==> src/design/hci_mem_pkg.sv <==
/*
 * hci memory word package.
 * sizes and types of the memory side of the interconnect:
 * data word, byte address and byte enables.
 */

package hci_mem_pkg;

  // ~~~~~~~~~~~~~~~~~~~~~~~~~~~~~~~~~~~~~~~~~~~~~~~~~~~~~~~~~~~~
  // word geometry
  // ~~~~~~~~~~~~~~~~~~~~~~~~~~~~~~~~~~~~~~~~~~~~~~~~~~~~~~~~~~~~
  localparam int unsigned MEM_DW = 32;          // data word width.
  localparam int unsigned MEM_AW = 32;          // byte address width.
  localparam int unsigned MEM_BW = MEM_DW / 8;  // bytes per word.

  // one data word.
  typedef logic [MEM_DW-1:0] mem_data_t;

  // byte address as issued by an initiator.
  typedef logic [MEM_AW-1:0] mem_addr_t;

  // one enable per byte lane, bit i guards data[8*i +: 8].
  typedef logic [MEM_BW-1:0] mem_be_t;

endpackage : hci_mem_pkg

==> src/design/hci_chan_pkg.sv <==
/*
 * hci channel package.
 * channel id carried with each request and echoed with its
 * response, plus the response opcode.
 */

package hci_chan_pkg;

  // ~~~~~~~~~~~~~~~~~~~~~~~~~~~~~~~~~~~~~~~~~~~~~~~~~~~~~~~~~~~~
  // channel side
  // ~~~~~~~~~~~~~~~~~~~~~~~~~~~~~~~~~~~~~~~~~~~~~~~~~~~~~~~~~~~~
  localparam int unsigned MAX_CHAN = 4;                  // upper bound on NB_CHAN.
  localparam int unsigned CHAN_IW  = $clog2(MAX_CHAN);   // id width.

  // channel index, travels with the request and comes back with r_id.
  typedef logic [CHAN_IW-1:0] chan_id_t;

  // response kind on r_opc.
  typedef enum logic {
    RESP_RD    = 1'b0,  // read response, r_data valid.
    RESP_WR_ACK = 1'b1  // write acknowledge, r_data is zero.
  } resp_opc_t;

endpackage : hci_chan_pkg

==> src/design/hci_core_mux_static.sv <==
/*
 * static hci multiplexer.
 * forwards the request of the channel picked by sel_i to one memory
 * port, stamped with the channel index as id. responses are steered
 * back by r_id, so they reach their owner after sel_i has moved.
 */

`timescale 1ns/1ns

module hci_core_mux_static
  import hci_mem_pkg::*;
  import hci_chan_pkg::*;
#(
  parameter int unsigned NB_CHAN = 2
) (
  input  logic                     clk_i,      // bind hook only.
  input  logic                     reset_i,    // bind hook only.
  input  chan_id_t                 sel_i,

  // channel side.
  input  logic      [NB_CHAN-1:0]  in_req_i,
  input  mem_addr_t [NB_CHAN-1:0]  in_add_i,
  input  logic      [NB_CHAN-1:0]  in_wen_i,
  input  mem_data_t [NB_CHAN-1:0]  in_data_i,
  input  mem_be_t   [NB_CHAN-1:0]  in_be_i,
  input  logic      [NB_CHAN-1:0]  in_r_ready_i,
  output logic      [NB_CHAN-1:0]  in_gnt_o,
  output logic      [NB_CHAN-1:0]  in_r_valid_o,
  output mem_data_t [NB_CHAN-1:0]  in_r_data_o,
  output resp_opc_t [NB_CHAN-1:0]  in_r_opc_o,

  // memory side.
  output logic                     out_req_o,
  output mem_addr_t                out_add_o,
  output logic                     out_wen_o,
  output mem_data_t                out_data_o,
  output mem_be_t                  out_be_o,
  output chan_id_t                 out_id_o,
  output logic                     out_r_ready_o,
  input  logic                     out_gnt_i,
  input  logic                     out_r_valid_i,
  input  mem_data_t                out_r_data_i,
  input  resp_opc_t                out_r_opc_i,
  input  chan_id_t                 out_r_id_i
);

  // channel count must fit the id field.
  if (NB_CHAN > MAX_CHAN || NB_CHAN == 0) begin : g_bad_nb_chan
    $error("hci_core_mux_static: NB_CHAN out of range 1..MAX_CHAN");
  end

  // ~~~~~~~~~~~~~~~~~~~~~~~~~~~~~~~~~~~~~~~~~~~~~~~~~~~~~~~~~~~~
  // request path
  // ~~~~~~~~~~~~~~~~~~~~~~~~~~~~~~~~~~~~~~~~~~~~~~~~~~~~~~~~~~~~
  // a sel_i beyond NB_CHAN-1 selects nothing, so no req goes out.
  always_comb begin : req_select
    out_req_o  = 1'b0;
    out_add_o  = '0;
    out_wen_o  = 1'b1;   // idle looks like a read.
    out_data_o = '0;
    out_be_o   = '0;
    out_id_o   = '0;
    for (int i = 0; i < NB_CHAN; i++) begin
      if (sel_i == chan_id_t'(i)) begin
        out_req_o  = in_req_i[i];
        out_add_o  = in_add_i[i];
        out_wen_o  = in_wen_i[i];
        out_data_o = in_data_i[i];
        out_be_o   = in_be_i[i];
        out_id_o   = chan_id_t'(i);  // id is the channel index.
      end
    end
  end

  // ~~~~~~~~~~~~~~~~~~~~~~~~~~~~~~~~~~~~~~~~~~~~~~~~~~~~~~~~~~~~
  // response path
  // ~~~~~~~~~~~~~~~~~~~~~~~~~~~~~~~~~~~~~~~~~~~~~~~~~~~~~~~~~~~~
  // ready comes from whoever owns the head response.
  always_comb begin : rdy_select
    out_r_ready_o = 1'b0;
    for (int i = 0; i < NB_CHAN; i++) begin
      if (out_r_id_i == chan_id_t'(i)) begin
        out_r_ready_o = in_r_ready_i[i];
      end
    end
  end

  for (genvar ii = 0; ii < NB_CHAN; ii++) begin : g_chan
    assign in_gnt_o[ii]     = (sel_i == chan_id_t'(ii)) ? out_gnt_i : 1'b0;       // selected only.
    assign in_r_valid_o[ii] = (out_r_id_i == chan_id_t'(ii)) ? out_r_valid_i : 1'b0;
    assign in_r_data_o[ii]  = out_r_data_i;  // broadcast.
    assign in_r_opc_o[ii]   = out_r_opc_i;   // broadcast.
  end

endmodule : hci_core_mux_static

==> config.mk <==
export PLATFORM = sky130hd
export DESIGN_NAME = hci_core_mux_static
export DESIGN_NICKNAME = d
export VERILOG_FILES = /design/src/design/hci_mem_pkg.sv /design/src/design/hci_chan_pkg.sv /design/src/design/hci_core_mux_static.sv
export SDC_FILE = /design/constraint.sdc
export NUM_CORES = 1
export LEC_CHECK = 0
export BUFFER_PORTS_ARGS = -buffer_cell sky130_fd_sc_hd__buf_4
export CAP_MARGIN = 20
export CORE_AREA = 2 2 126 128
export DETAILED_ROUTE_END_ITERATION = 7
export DIE_AREA = 0 0 128 130
export PLACE_DENSITY_LB_ADDON = 0.1
export SLEW_MARGIN = 30
export SYNTH_ARGS = -nofsm -noshare
export SYNTH_HDL_FRONTEND = slang
export SYNTH_SLANG_ARGS = --single-unit
==> constraint.sdc <==
create_clock -name vclk -period 0.8
set_input_delay 0 -clock vclk [all_inputs]
set_output_delay 0 -clock vclk [all_outputs]
set_load 0.01 [all_outputs]
# --- Word-level counts from Yosys, hierarchy flattened ---
# Index checks and enable logic that the tools add are counted.
totals:
  out_inout_bits: 143
  reg_bits: 0
classes:
  muxes: 17
  eq_ne: 2
  n_reduce_logical: 2
op_table:
  columns: ["cell", "count"]
  rows:
  - ["$mux W32", 4]
  - ["$mux W1", 11]
  - ["$mux W4", 2]
  - ["$eq A2 B1 Y1 const B", 2]
  - ["$logic_not A2 Y1", 2]

# --- Logic depth before layout (Yosys ltp) ---
# Gate-level depths: netlist of the first run.
logic_depth:
  depth_word: 3
  depth_mapped: 4
  mapped_depth_nobuf: 2

# --- Least setup slack after synthesis of the first run ---
# OpenSTA, ideal clock, no wires.
synth_path:
  path_kind: "input port to output port"
  from: "in sel_i[1]"
  to: "out in_gnt_o[0]"
  stages: 3
  slack_ns: 0.162
  path_buffers: 2
  t_required_ns: 0.800
  arrival_time_ns: 0.638
  cell_sequence: "clkbuf_2 buf_2 nor3b_1"
synth_via:
  elab_chain_cells: 2
synth_rtl:
  columns: ["item", "line_no", "source"]
  rows:
  - ["start: declaration", "hci_core_mux_static.sv:18", "input chan_id_t sel_i,"]
  - ["$logic_not A2 Y1", "hci_core_mux_static.sv:89", "assign in_gnt_o[ii] = (sel_i == chan_id_t'(ii)) ? out_gnt_i : 1'b0;"]
  - ["$mux W1", "hci_core_mux_static.sv:89", null]
  - ["end: declaration", "hci_core_mux_static.sv:27", "output logic [NB_CHAN-1:0] in_gnt_o,"]
# Every way passes these cells.

# --- Worst setup path in the final report of the first run ---
layout_path:
  from: "in sel_i[0]"
  to: "out out_data_o[22]"
layout_via:
  elab_chain_cells: 3
  word_cells_on_any_way: 4
  cone_classes: "eq/ne: 1; mux: 2; reduce/logical: 1"
layout_rtl:
  columns: ["item", "line_no", "source"]
  rows:
  - ["$logic_not A2 Y1", "hci_core_mux_static.sv:64", "if (sel_i == chan_id_t'(i)) begin"]
  - ["$mux W32", "hci_core_mux_static.sv:64", null]
  - ["$mux W32 *", "hci_core_mux_static.sv:64", null]
  - ["end: declaration", "hci_core_mux_static.sv:36", "output mem_data_t out_data_o,"]
# Mark *: on every way between the ends. The rest lies on a longest branch, timed or not.

==> out/qor.tcl, run 1 <==
set qor(cp.buffers_inverters) 3
set qor(hold-path-cell-count) 0
set qor(status) {finished, final reports clean}
set qor(met3_usage_pct) 1.517
set qor(global_route.overflow_total) 0
set qor(gp_routability_congestion) 0.6832
set qor(power.density_nw_per_um2) 543.7
set qor(final_nets) 572
set qor(finalWorstSetupSlack_ps) 38.79
set qor(n_sequential_cell) 0
set qor(global_route.peak_usage_layer) {met2}
set qor(grtUsageMet1_pct) 6.498
set qor(core_um2) 15420
set qor(routed_wire_length_per_instance_um) 14.33
set qor(gr-usage-all-layers_pct) 7.460
set qor(criticalPathCategory) {primary input to output port}
set qor(synth.cell_area_um2) 1670
set qor(dp_worst_setup_slack_ps) -49.41
set qor(drt_pass1_iterations) 4
set qor(number_of_antenna_violations_at_the_first_check_in_global_routing) 0
set qor(postSynthAreaPerCell_um2) 7.231
set qor(synthesis.instances) 231
set qor(critical_path_end_type) {output port}
set qor(hold_class) {primary input to output port}
set qor(finish.cell_count_without_fillers) 579
set qor(final_layout_size_suffix_gt1_share_pct) 62.53
set qor(synthToLayoutAreaGrowth_pct) 93.86
set qor(most_frequent_cells_in_the_layout) {sky130_fd_sc_hd__buf_4 (227), sky130_fd_sc_hd__nor2_1 (70), sky130_fd_sc_hd__mux2i_1 (67)}
set qor(ioPinCount) 326
set qor(dp_hpwl_mm) 6.339
set qor(finalWirelength_mm) 8.295
set qor(dieWidth_um) 128
set qor(hold_path.startpoint) {out_r_data_i[28]}
set qor(finalMaxSlewViolations) 0
set qor(rsz0062_at_grt) {false}
set qor(drv.max_cap_violation_count) 0
set qor(fin_util_pct) 20.99
set qor(postRouteAntennaNets) 0
set qor(use_met2_pct) 16.17
set qor(port_buffers) 224
set qor(crit_path_start_kind) {primary input}
set qor(cpLargestDelayFamily) {buffers and inverters}
set qor(chipHeight_um) 130
set qor(synth-seq-area-share_pct) 0
set qor(grt_max_degree) 37
set qor(critical_path.max_fanout) 13
set qor(floorplan.rows) 46
set qor(worst-endpoint-arrival_ps) 760
set qor(layout.cells.most_common) {sky130_fd_sc_hd__buf_4}
set qor(dr.first_iter.drc_count) 21
set qor(placed_cells_incl_taps) 573
set qor(insertedDiodeCount) 0
set qor(synthDistinctLibCells) 14
set qor(vias_per_cell) 3.604
set qor(setup_violations) 0
set qor(synthesis.nets) 414
set qor(crit_slowest_cell) {sky130_fd_sc_hd__mux2i_1}
set qor(peakVddDrop_uv) 125.9
set qor(power.leakage_nw) 1.818
set qor(min_period_over_period_pct) 95.15
set qor(grt_pass1_wl_mm) 9.970
set qor(post_cts_buffers) 0
set qor(drc_errors) 0
set qor(yosysWarningCount) 0
set qor(crit_path_cell_trace) {buf_16 > buf_12 > mux2i_1 > nor2_1 > buf_4}
set qor(max_freq_mhz) 1314
set qor(finalHoldViolations) 0
set qor(cp_slowest_stage_delay_ps) 240
set qor(critical_path_required_ps) 800
set qor(hold_end) {in_r_data_o[28]}
set qor(num-clock-buffers) 0
set qor(first_global_vias) 1884
set qor(routed-via-count) 2087
set qor(timing.final.crit_period_ps) 761.2
set qor(seq_area_um2) 0
set qor(die_outline_area_um2) 16640
set qor(initial_utilization_pct) 10.83
set qor(cts-hold-fix-buffers) 0
==> worst max path at each step <==
stage	cells past startpoint	slack, ps	end	start
4_1_cts	5	10	out_add_o[25]	sel_i[0]
2_1_floorplan	3	160	in_gnt_o[0]	sel_i[1]
3_5_place_dp	5	-50	out_add_o[25]	sel_i[0]
5_1_grt	5	1	out_data_o[24]	sel_i[0]
3_3_place_gp	5	-50	out_add_o[25]	sel_i[0]
6_report	5	40	out_data_o[22]	sel_i[0]
==> power by group <==
part / leakage [nW] / internal, mW / total [mW] / switching [mW]
Combinational: 1.82 / 1.09 / 1.76 / 0.669
Clock: 0 / 0 / 0 / 0
Sequential: 0 / 0 / 0 / 0
Total: 1.82 / 1.09 / 1.76 / 0.669
==> layout make-up <==
| cell class | instances | area [um2] |
|---|---|---|
| timing repair buffer | 239 | 1964 |
| multi-input combinational | 148 | 1033 |
| tap | 192 | 240.2 |
| fill | 1735 | 12190 |
==> cells by family (layout without fill, tap and decap cells) <==
| logic type | Yosys count | after routing | synth area share [%] |
|---|---|---|---|
| and+or+nand+nor | 76 | 76 | 18.50 |
| muxes | 70 | 70 | 41.95 |
| AOI/OAI and AO/OA | 1 | 1 | 0.5244 |
| buffers and inverters | 83 | 239 | 38.80 |
| other | 1 | 1 | 0.2245 |
==> repair_timing <==
action / 4_1_cts / 5_1_grt
gates resized for setup: 3 / 8
gates cloned: 0 / 6
endpoints found under the setup margin: 50 / 25
pin swaps: 0 / 0
==> routing by layer <==
layer / up-vias / wire, um
met4: 0 / 302
met1: 921 / 2640
met2: 131 / 4602
met3: 34 / 749
li1: 1001 / -
met5: - / 0
==> cells in the mapped netlist (all sizes together) <==
| master | n | share of area [%] |
|---|---|---|
| and3b | 2 | 1.0 |
| clkbuf | 1 | 0.30 |
| conb | 1 | 0.22 |
| mux2i | 70 | 42 |
| nor3b | 2 | 0.90 |
| buf | 82 | 39 |
| nor2 | 70 | 16 |
| and2b | 1 | 0.45 |
| nor2b | 1 | 0.37 |
| a211o | 1 | 0.52 |
==> stage by stage <==
step / setup TNS (ps) / total power, mW / hold WS [ps] / cell area (um2)
2_1_floorplan: 0 / 0.9913 / 47.53 / 1670
3_3_place_gp: -662.7 / 1.669 / 0.1008 / 3062
3_5_place_dp: -1030 / 1.665 / 0.1008 / 3062
4_1_cts: 0 / 1.680 / 0.1008 / 3077
5_1_grt: 0 / 1.897 / 0.02299 / 3238
6_report: 0 / 1.760 / 0.003267 / 3238
Note: power is estimated with default switching activity, not from simulation.
==> inputs of run 2 (changes only) <==
--- a/config.mk
+++ b/config.mk
@@ -11,6 +11,7 @@
 export DETAILED_ROUTE_END_ITERATION = 7
 export DIE_AREA = 0 0 128 130
 export PLACE_DENSITY_LB_ADDON = 0.1
+export RECOVER_POWER = 100
 export SLEW_MARGIN = 30
 export SYNTH_ARGS = -nofsm -noshare
 export SYNTH_HDL_FRONTEND = slang
==> out/qor.tcl, run 2 (synthesis gave the netlist of run 1 again) <==
set qor(ioPinCount) 326
set qor(crit_path_cell_trace) {buf_16 > clkbuf_8 > mux2i_1 > nor2_1 > clkbuf_4}
set qor(first_global_vias) 1884
set qor(synthToLayoutAreaGrowth_pct) 83.15
set qor(cp-endpoint) {out_req_o}
set qor(seq_area_um2) 0
set qor(critical_path.max_fanout) 13
set qor(crit_slowest_cell) {sky130_fd_sc_hd__clkbuf_8}
set qor(finalHoldViolations) 0
set qor(final_design_area_no_fill_um2) 3059
set qor(peakVddDrop_uv) 116.7
set qor(finalMaxSlewViolations) 0
set qor(finish.cell_count_without_fillers) 579
set qor(routed-via-count) 2088
set qor(vias_per_cell) 3.606
set qor(finalWirelength_mm) 8.273
set qor(critical_path_end_type) {output port}
set qor(dp_hpwl_mm) 6.339
set qor(place_area_um2) 3062
set qor(rsz0062_at_grt) {false}
set qor(path_depth) 5
set qor(die_outline_area_um2) 16640
set qor(dp_worst_setup_slack_ps) -49.41
set qor(global_route.overflow_total) 0
set qor(initial_utilization_pct) 10.83
set qor(dieWidth_um) 128
set qor(setup_violations) 0
set qor(power.leakage_nw) 1.651
set qor(gp_routability_congestion) 0.6832
set qor(postRouteAntennaNets) 0
set qor(routed_wire_length_per_instance_um) 14.29
set qor(fin_util_pct) 19.83
set qor(worstSetupStartpoint) {sel_i[0]}
set qor(finalHoldWorstSlack_ps) 0.003267
set qor(drc_errors) 0
set qor(final.fill_count) 1786
set qor(grt_pass1_wl_mm) 9.970
set qor(n_sequential_cell) 0
set qor(floorplan.rows) 46
set qor(number_of_antenna_violations_at_the_first_check_in_global_routing) 0
set qor(insertedDiodeCount) 0
set qor(critical_path_required_ps) 800
set qor(cp_slowest_stage_delay_ps) 200
set qor(grt_max_degree) 37
set qor(cpLargestDelayFamily) {buffers and inverters}
set qor(final_nets) 572
set qor(num-clock-buffers) 0
set qor(gr-usage-all-layers_pct) 7.460
set qor(power.density_nw_per_um2) 533.2
set qor(cp.buffers_inverters) 3
set qor(drt_pass1_iterations) 4
set qor(port_buffers) 224
set qor(dr.first_iter.drc_count) 15
set qor(layout.cells.most_common) {sky130_fd_sc_hd__buf_4}
set qor(hold_class) {primary input to output port}
set qor(timing.final.crit_period_ps) 761.8
set qor(finalWorstSetupSlack_ps) 38.16
set qor(most_frequent_cells_in_the_layout) {sky130_fd_sc_hd__buf_4 (169), sky130_fd_sc_hd__nor2_1 (70), sky130_fd_sc_hd__mux2i_1 (67)}
set qor(placed_cells_incl_taps) 573
set qor(post_cts_buffers) 0
set qor(fin_setup_tns_ps) 0
set qor(min_period_over_period_pct) 95.23
set qor(crit_path_start_kind) {primary input}
set qor(chipHeight_um) 130
set qor(drv.max_cap_violation_count) 0
set qor(criticalPathCategory) {primary input to output port}
set qor(max_freq_mhz) 1313
set qor(final_layout_size_suffix_gt1_share_pct) 52.71
set qor(status) {finished, final reports clean}
set qor(total_power_mw) 1.631
set qor(worst-endpoint-arrival_ps) 760
set qor(core_um2) 15420
==> run 2: routing by layer <==
| metal | wire (um) | vias to the layer above | GRT usage [%] |
|---|---|---|---|
| met5 | 0 | - | 0 |
| met4 | 302 | 0 | 3.103 |
| met3 | 747 | 34 | 1.517 |
| met2 | 4571 | 131 | 16.17 |
| met1 | 2651 | 923 | 6.498 |
| li1 | - | 1000 | - |
==> run 2: layout make-up <==
| cell class | count | area [um2] | area share [%] |
|---|---|---|---|
| Timing Repair Buffer | 239 | 1785 | 58.36 |
| Multi-Input combinational cell | 148 | 1033 | 33.78 |
| Tap cell | 192 | 240.2 | 7.853 |
==> run 2: how the worst min path moves through the flow <==
stage	end	cells past startpoint	slack, ps	start
2_1_floorplan	out_r_ready_o	1	50	out_r_id_i[1]
3_3_place_gp	in_r_data_o[32]	0	0.1	out_r_data_i[0]
3_5_place_dp	in_r_data_o[32]	0	0.1	out_r_data_i[0]
4_1_cts	in_r_data_o[32]	0	0.1	out_r_data_i[0]
5_1_grt	in_r_data_o[23]	0	0.02	out_r_data_i[23]
6_report	in_r_data_o[28]	0	0.003	out_r_data_i[28]
==> run 2: power by group <==
part	total [mW]	switching (mW)	internal [mW]	leakage, nW
sequential	0	0	0	0
clock	0	0	0	0
combinational	1.63	0.661	0.970	1.65
total	1.63	0.661	0.970	1.65
==> run 2: timing repair <==
item                                    in CTS  in global routing
hold buffers                                 0                  0
gates cloned                                 0                  6
endpoints found under the setup margin      50                 25
resized for setup                            3                  8
==> inputs of run 3 (changes only) <==
==> constraint.sdc (replaced) <==
create_clock -name vclk -period 0.85
set_input_delay 0 -clock vclk [all_inputs]
set_output_delay 0 -clock vclk [all_outputs]
set_load 0.01 [all_outputs]
==> out/qor.tcl, run 3 (synthesis gave the netlist of run 1 again) <==
set qor(status) {finished, final reports clean}
set qor(fin_util_pct) 18.92
set qor(timing.final.crit_period_ps) 772.9
set qor(final_layout_size_suffix_gt1_share_pct) 47.79
set qor(routed-via-count) 2049
set qor(insertedDiodeCount) 0
set qor(met2_wirelength_mm) 4.171
set qor(dieWidth_um) 128
set qor(rsz0062_at_grt) {false}
set qor(critical_path_required_ps) 850
set qor(num-clock-buffers) 0
set qor(first_global_vias) 1845
set qor(max_freq_mhz) 1294
set qor(ioPinCount) 326
set qor(fin_setup_tns_ps) 0
set qor(seq_power_share_pct) 0
set qor(switching_share_pct) 41.60
set qor(finalHoldViolations) 0
set qor(layout.cells.most_common) {sky130_fd_sc_hd__buf_4}
set qor(total_switching_power_mw) 0.5986
set qor(global_route.overflow_total) 0
set qor(finish.cell_count_without_fillers) 577
set qor(dp_hpwl_mm) 6.156
set qor(total_power_mw) 1.439
set qor(final_nets) 570
set qor(drt_pass1_iterations) 4
set qor(number_of_antenna_violations_at_the_first_check_in_global_routing) 0
set qor(drc_errors) 0
set qor(power.combinational.fraction_pct) 100.0
set qor(min_period_over_period_pct) 90.93
set qor(setup_violations) 0
set qor(floorplan.rows) 46
set qor(crit_path_start_kind) {primary input}
set qor(finalMaxSlewViolations) 0
set qor(port_buffers) 224
set qor(chipHeight_um) 130
set qor(wirelength_met1_mm) 2.369
set qor(intPower_mw) 0.8404
set qor(post_cts_buffers) 0
set qor(dr_wl_met3_um) 757
set qor(cts-hold-fix-buffers) 0
set qor(criticalPathCategory) {primary input to output port}
set qor(grt_max_degree) 26
set qor(gp_routability_congestion) 0.7158
set qor(vias_per_cell) 3.551
set qor(worst-endpoint-arrival_ps) 770
set qor(top_signal_layer_used) {met4}
set qor(critical_path.max_fanout) 10
set qor(synthToLayoutAreaGrowth_pct) 74.76
set qor(core_um2) 15420
set qor(gr-usage-all-layers_pct) 7.175
set qor(routed_wire_length_per_instance_um) 13.19
set qor(most_frequent_cells_in_the_layout) {sky130_fd_sc_hd__buf_4 (159), sky130_fd_sc_hd__mux2i_1 (70), sky130_fd_sc_hd__nor2_1 (70)}
set qor(initial_utilization_pct) 10.83
set qor(finalHoldWorstSlack_ps) 0.003261
set qor(placed_cells_incl_taps) 575
set qor(peakVddDrop_uv) 99.09
set qor(drv.max_cap_violation_count) 0
set qor(finalWirelength_mm) 7.609
set qor(power.density_nw_per_um2) 493.0
set qor(seq_area_um2) 0
set qor(die_outline_area_um2) 16640
set qor(postRouteAntennaNets) 0
set qor(hold_class) {primary input to output port}
set qor(n_sequential_cell) 0
set qor(grt_pass1_wl_mm) 9.480
set qor(power_frac_clock_pct) 0
set qor(power.leakage_nw) 1.563
set qor(critical_path_end_type) {output port}
set qor(dr.first_iter.drc_count) 27
==> run 3: cell types whose count changed in the layout (fill, tap and decap cells not counted), moves of 2 or more <==
cell	before	now
sky130_fd_sc_hd__clkbuf_1	38	53
sky130_fd_sc_hd__buf_4	169	159
sky130_fd_sc_hd__clkbuf_2	10	7
sky130_fd_sc_hd__mux2i_1	67	70
sky130_fd_sc_hd__mux2i_2	3	0
sky130_fd_sc_hd__buf_16	3	1
sky130_fd_sc_hd__clkbuf_16	3	1
==> run 3: repair_timing <==
item	CTS	global route
cloned	0	2
resized for setup	1	4
endpoints found under the setup margin	7	30
==> run 3: worst max-delay path, stage by stage <==
cell and delay, ps:
sky130_fd_sc_hd__buf_8 150, sky130_fd_sc_hd__buf_6 210, sky130_fd_sc_hd__mux2i_1 200, sky130_fd_sc_hd__nor2_1 50, sky130_fd_sc_hd__clkbuf_4 150
==> run 3: layout make-up <==
type / count / area, um2
tap: 192 / 240.2
fill: 1809 / 12510
timing repair buffer: 237 / 1657
multi-input combinational: 148 / 1022
==> run 3: through the flow <==
stage,setup slack [ps],cell area [um2]
detailed placement,-9.336,3077
CTS,28.22,3080
finish,77.09,2919
global route,17.41,2919
floorplan,211.9,1670
global placement,-6.738,3077
==> run 3: metal layers <==
layer  global-route usage [%]  up-vias
met5                        0        -
met4                    2.973        0
met3                    1.066       36
met2                    15.48      133
met1                    6.547      882
li1                         -      998
==> run 3: power by group through the flow <==
stage                     sequential, mW  combinational (mW)  clock (mW)
after floorplan                        0               0.933           0
after global placement                 0                1.58           0
after detailed placement               0                1.57           0
after CTS                              0                1.58           0
after global routing                   0                1.57           0
final                                  0                1.44           0
==> run 3: final timing paths <==
| kind | cells after the start | slack (ps) | to | from |
|---|---|---|---|---|
| worst min-delay path | 0 | 0.003 | in_r_data_o[2] | out_r_data_i[2] |
| worst max-delay path | 5 | 80 | out_add_o[9] | sel_i[0] |
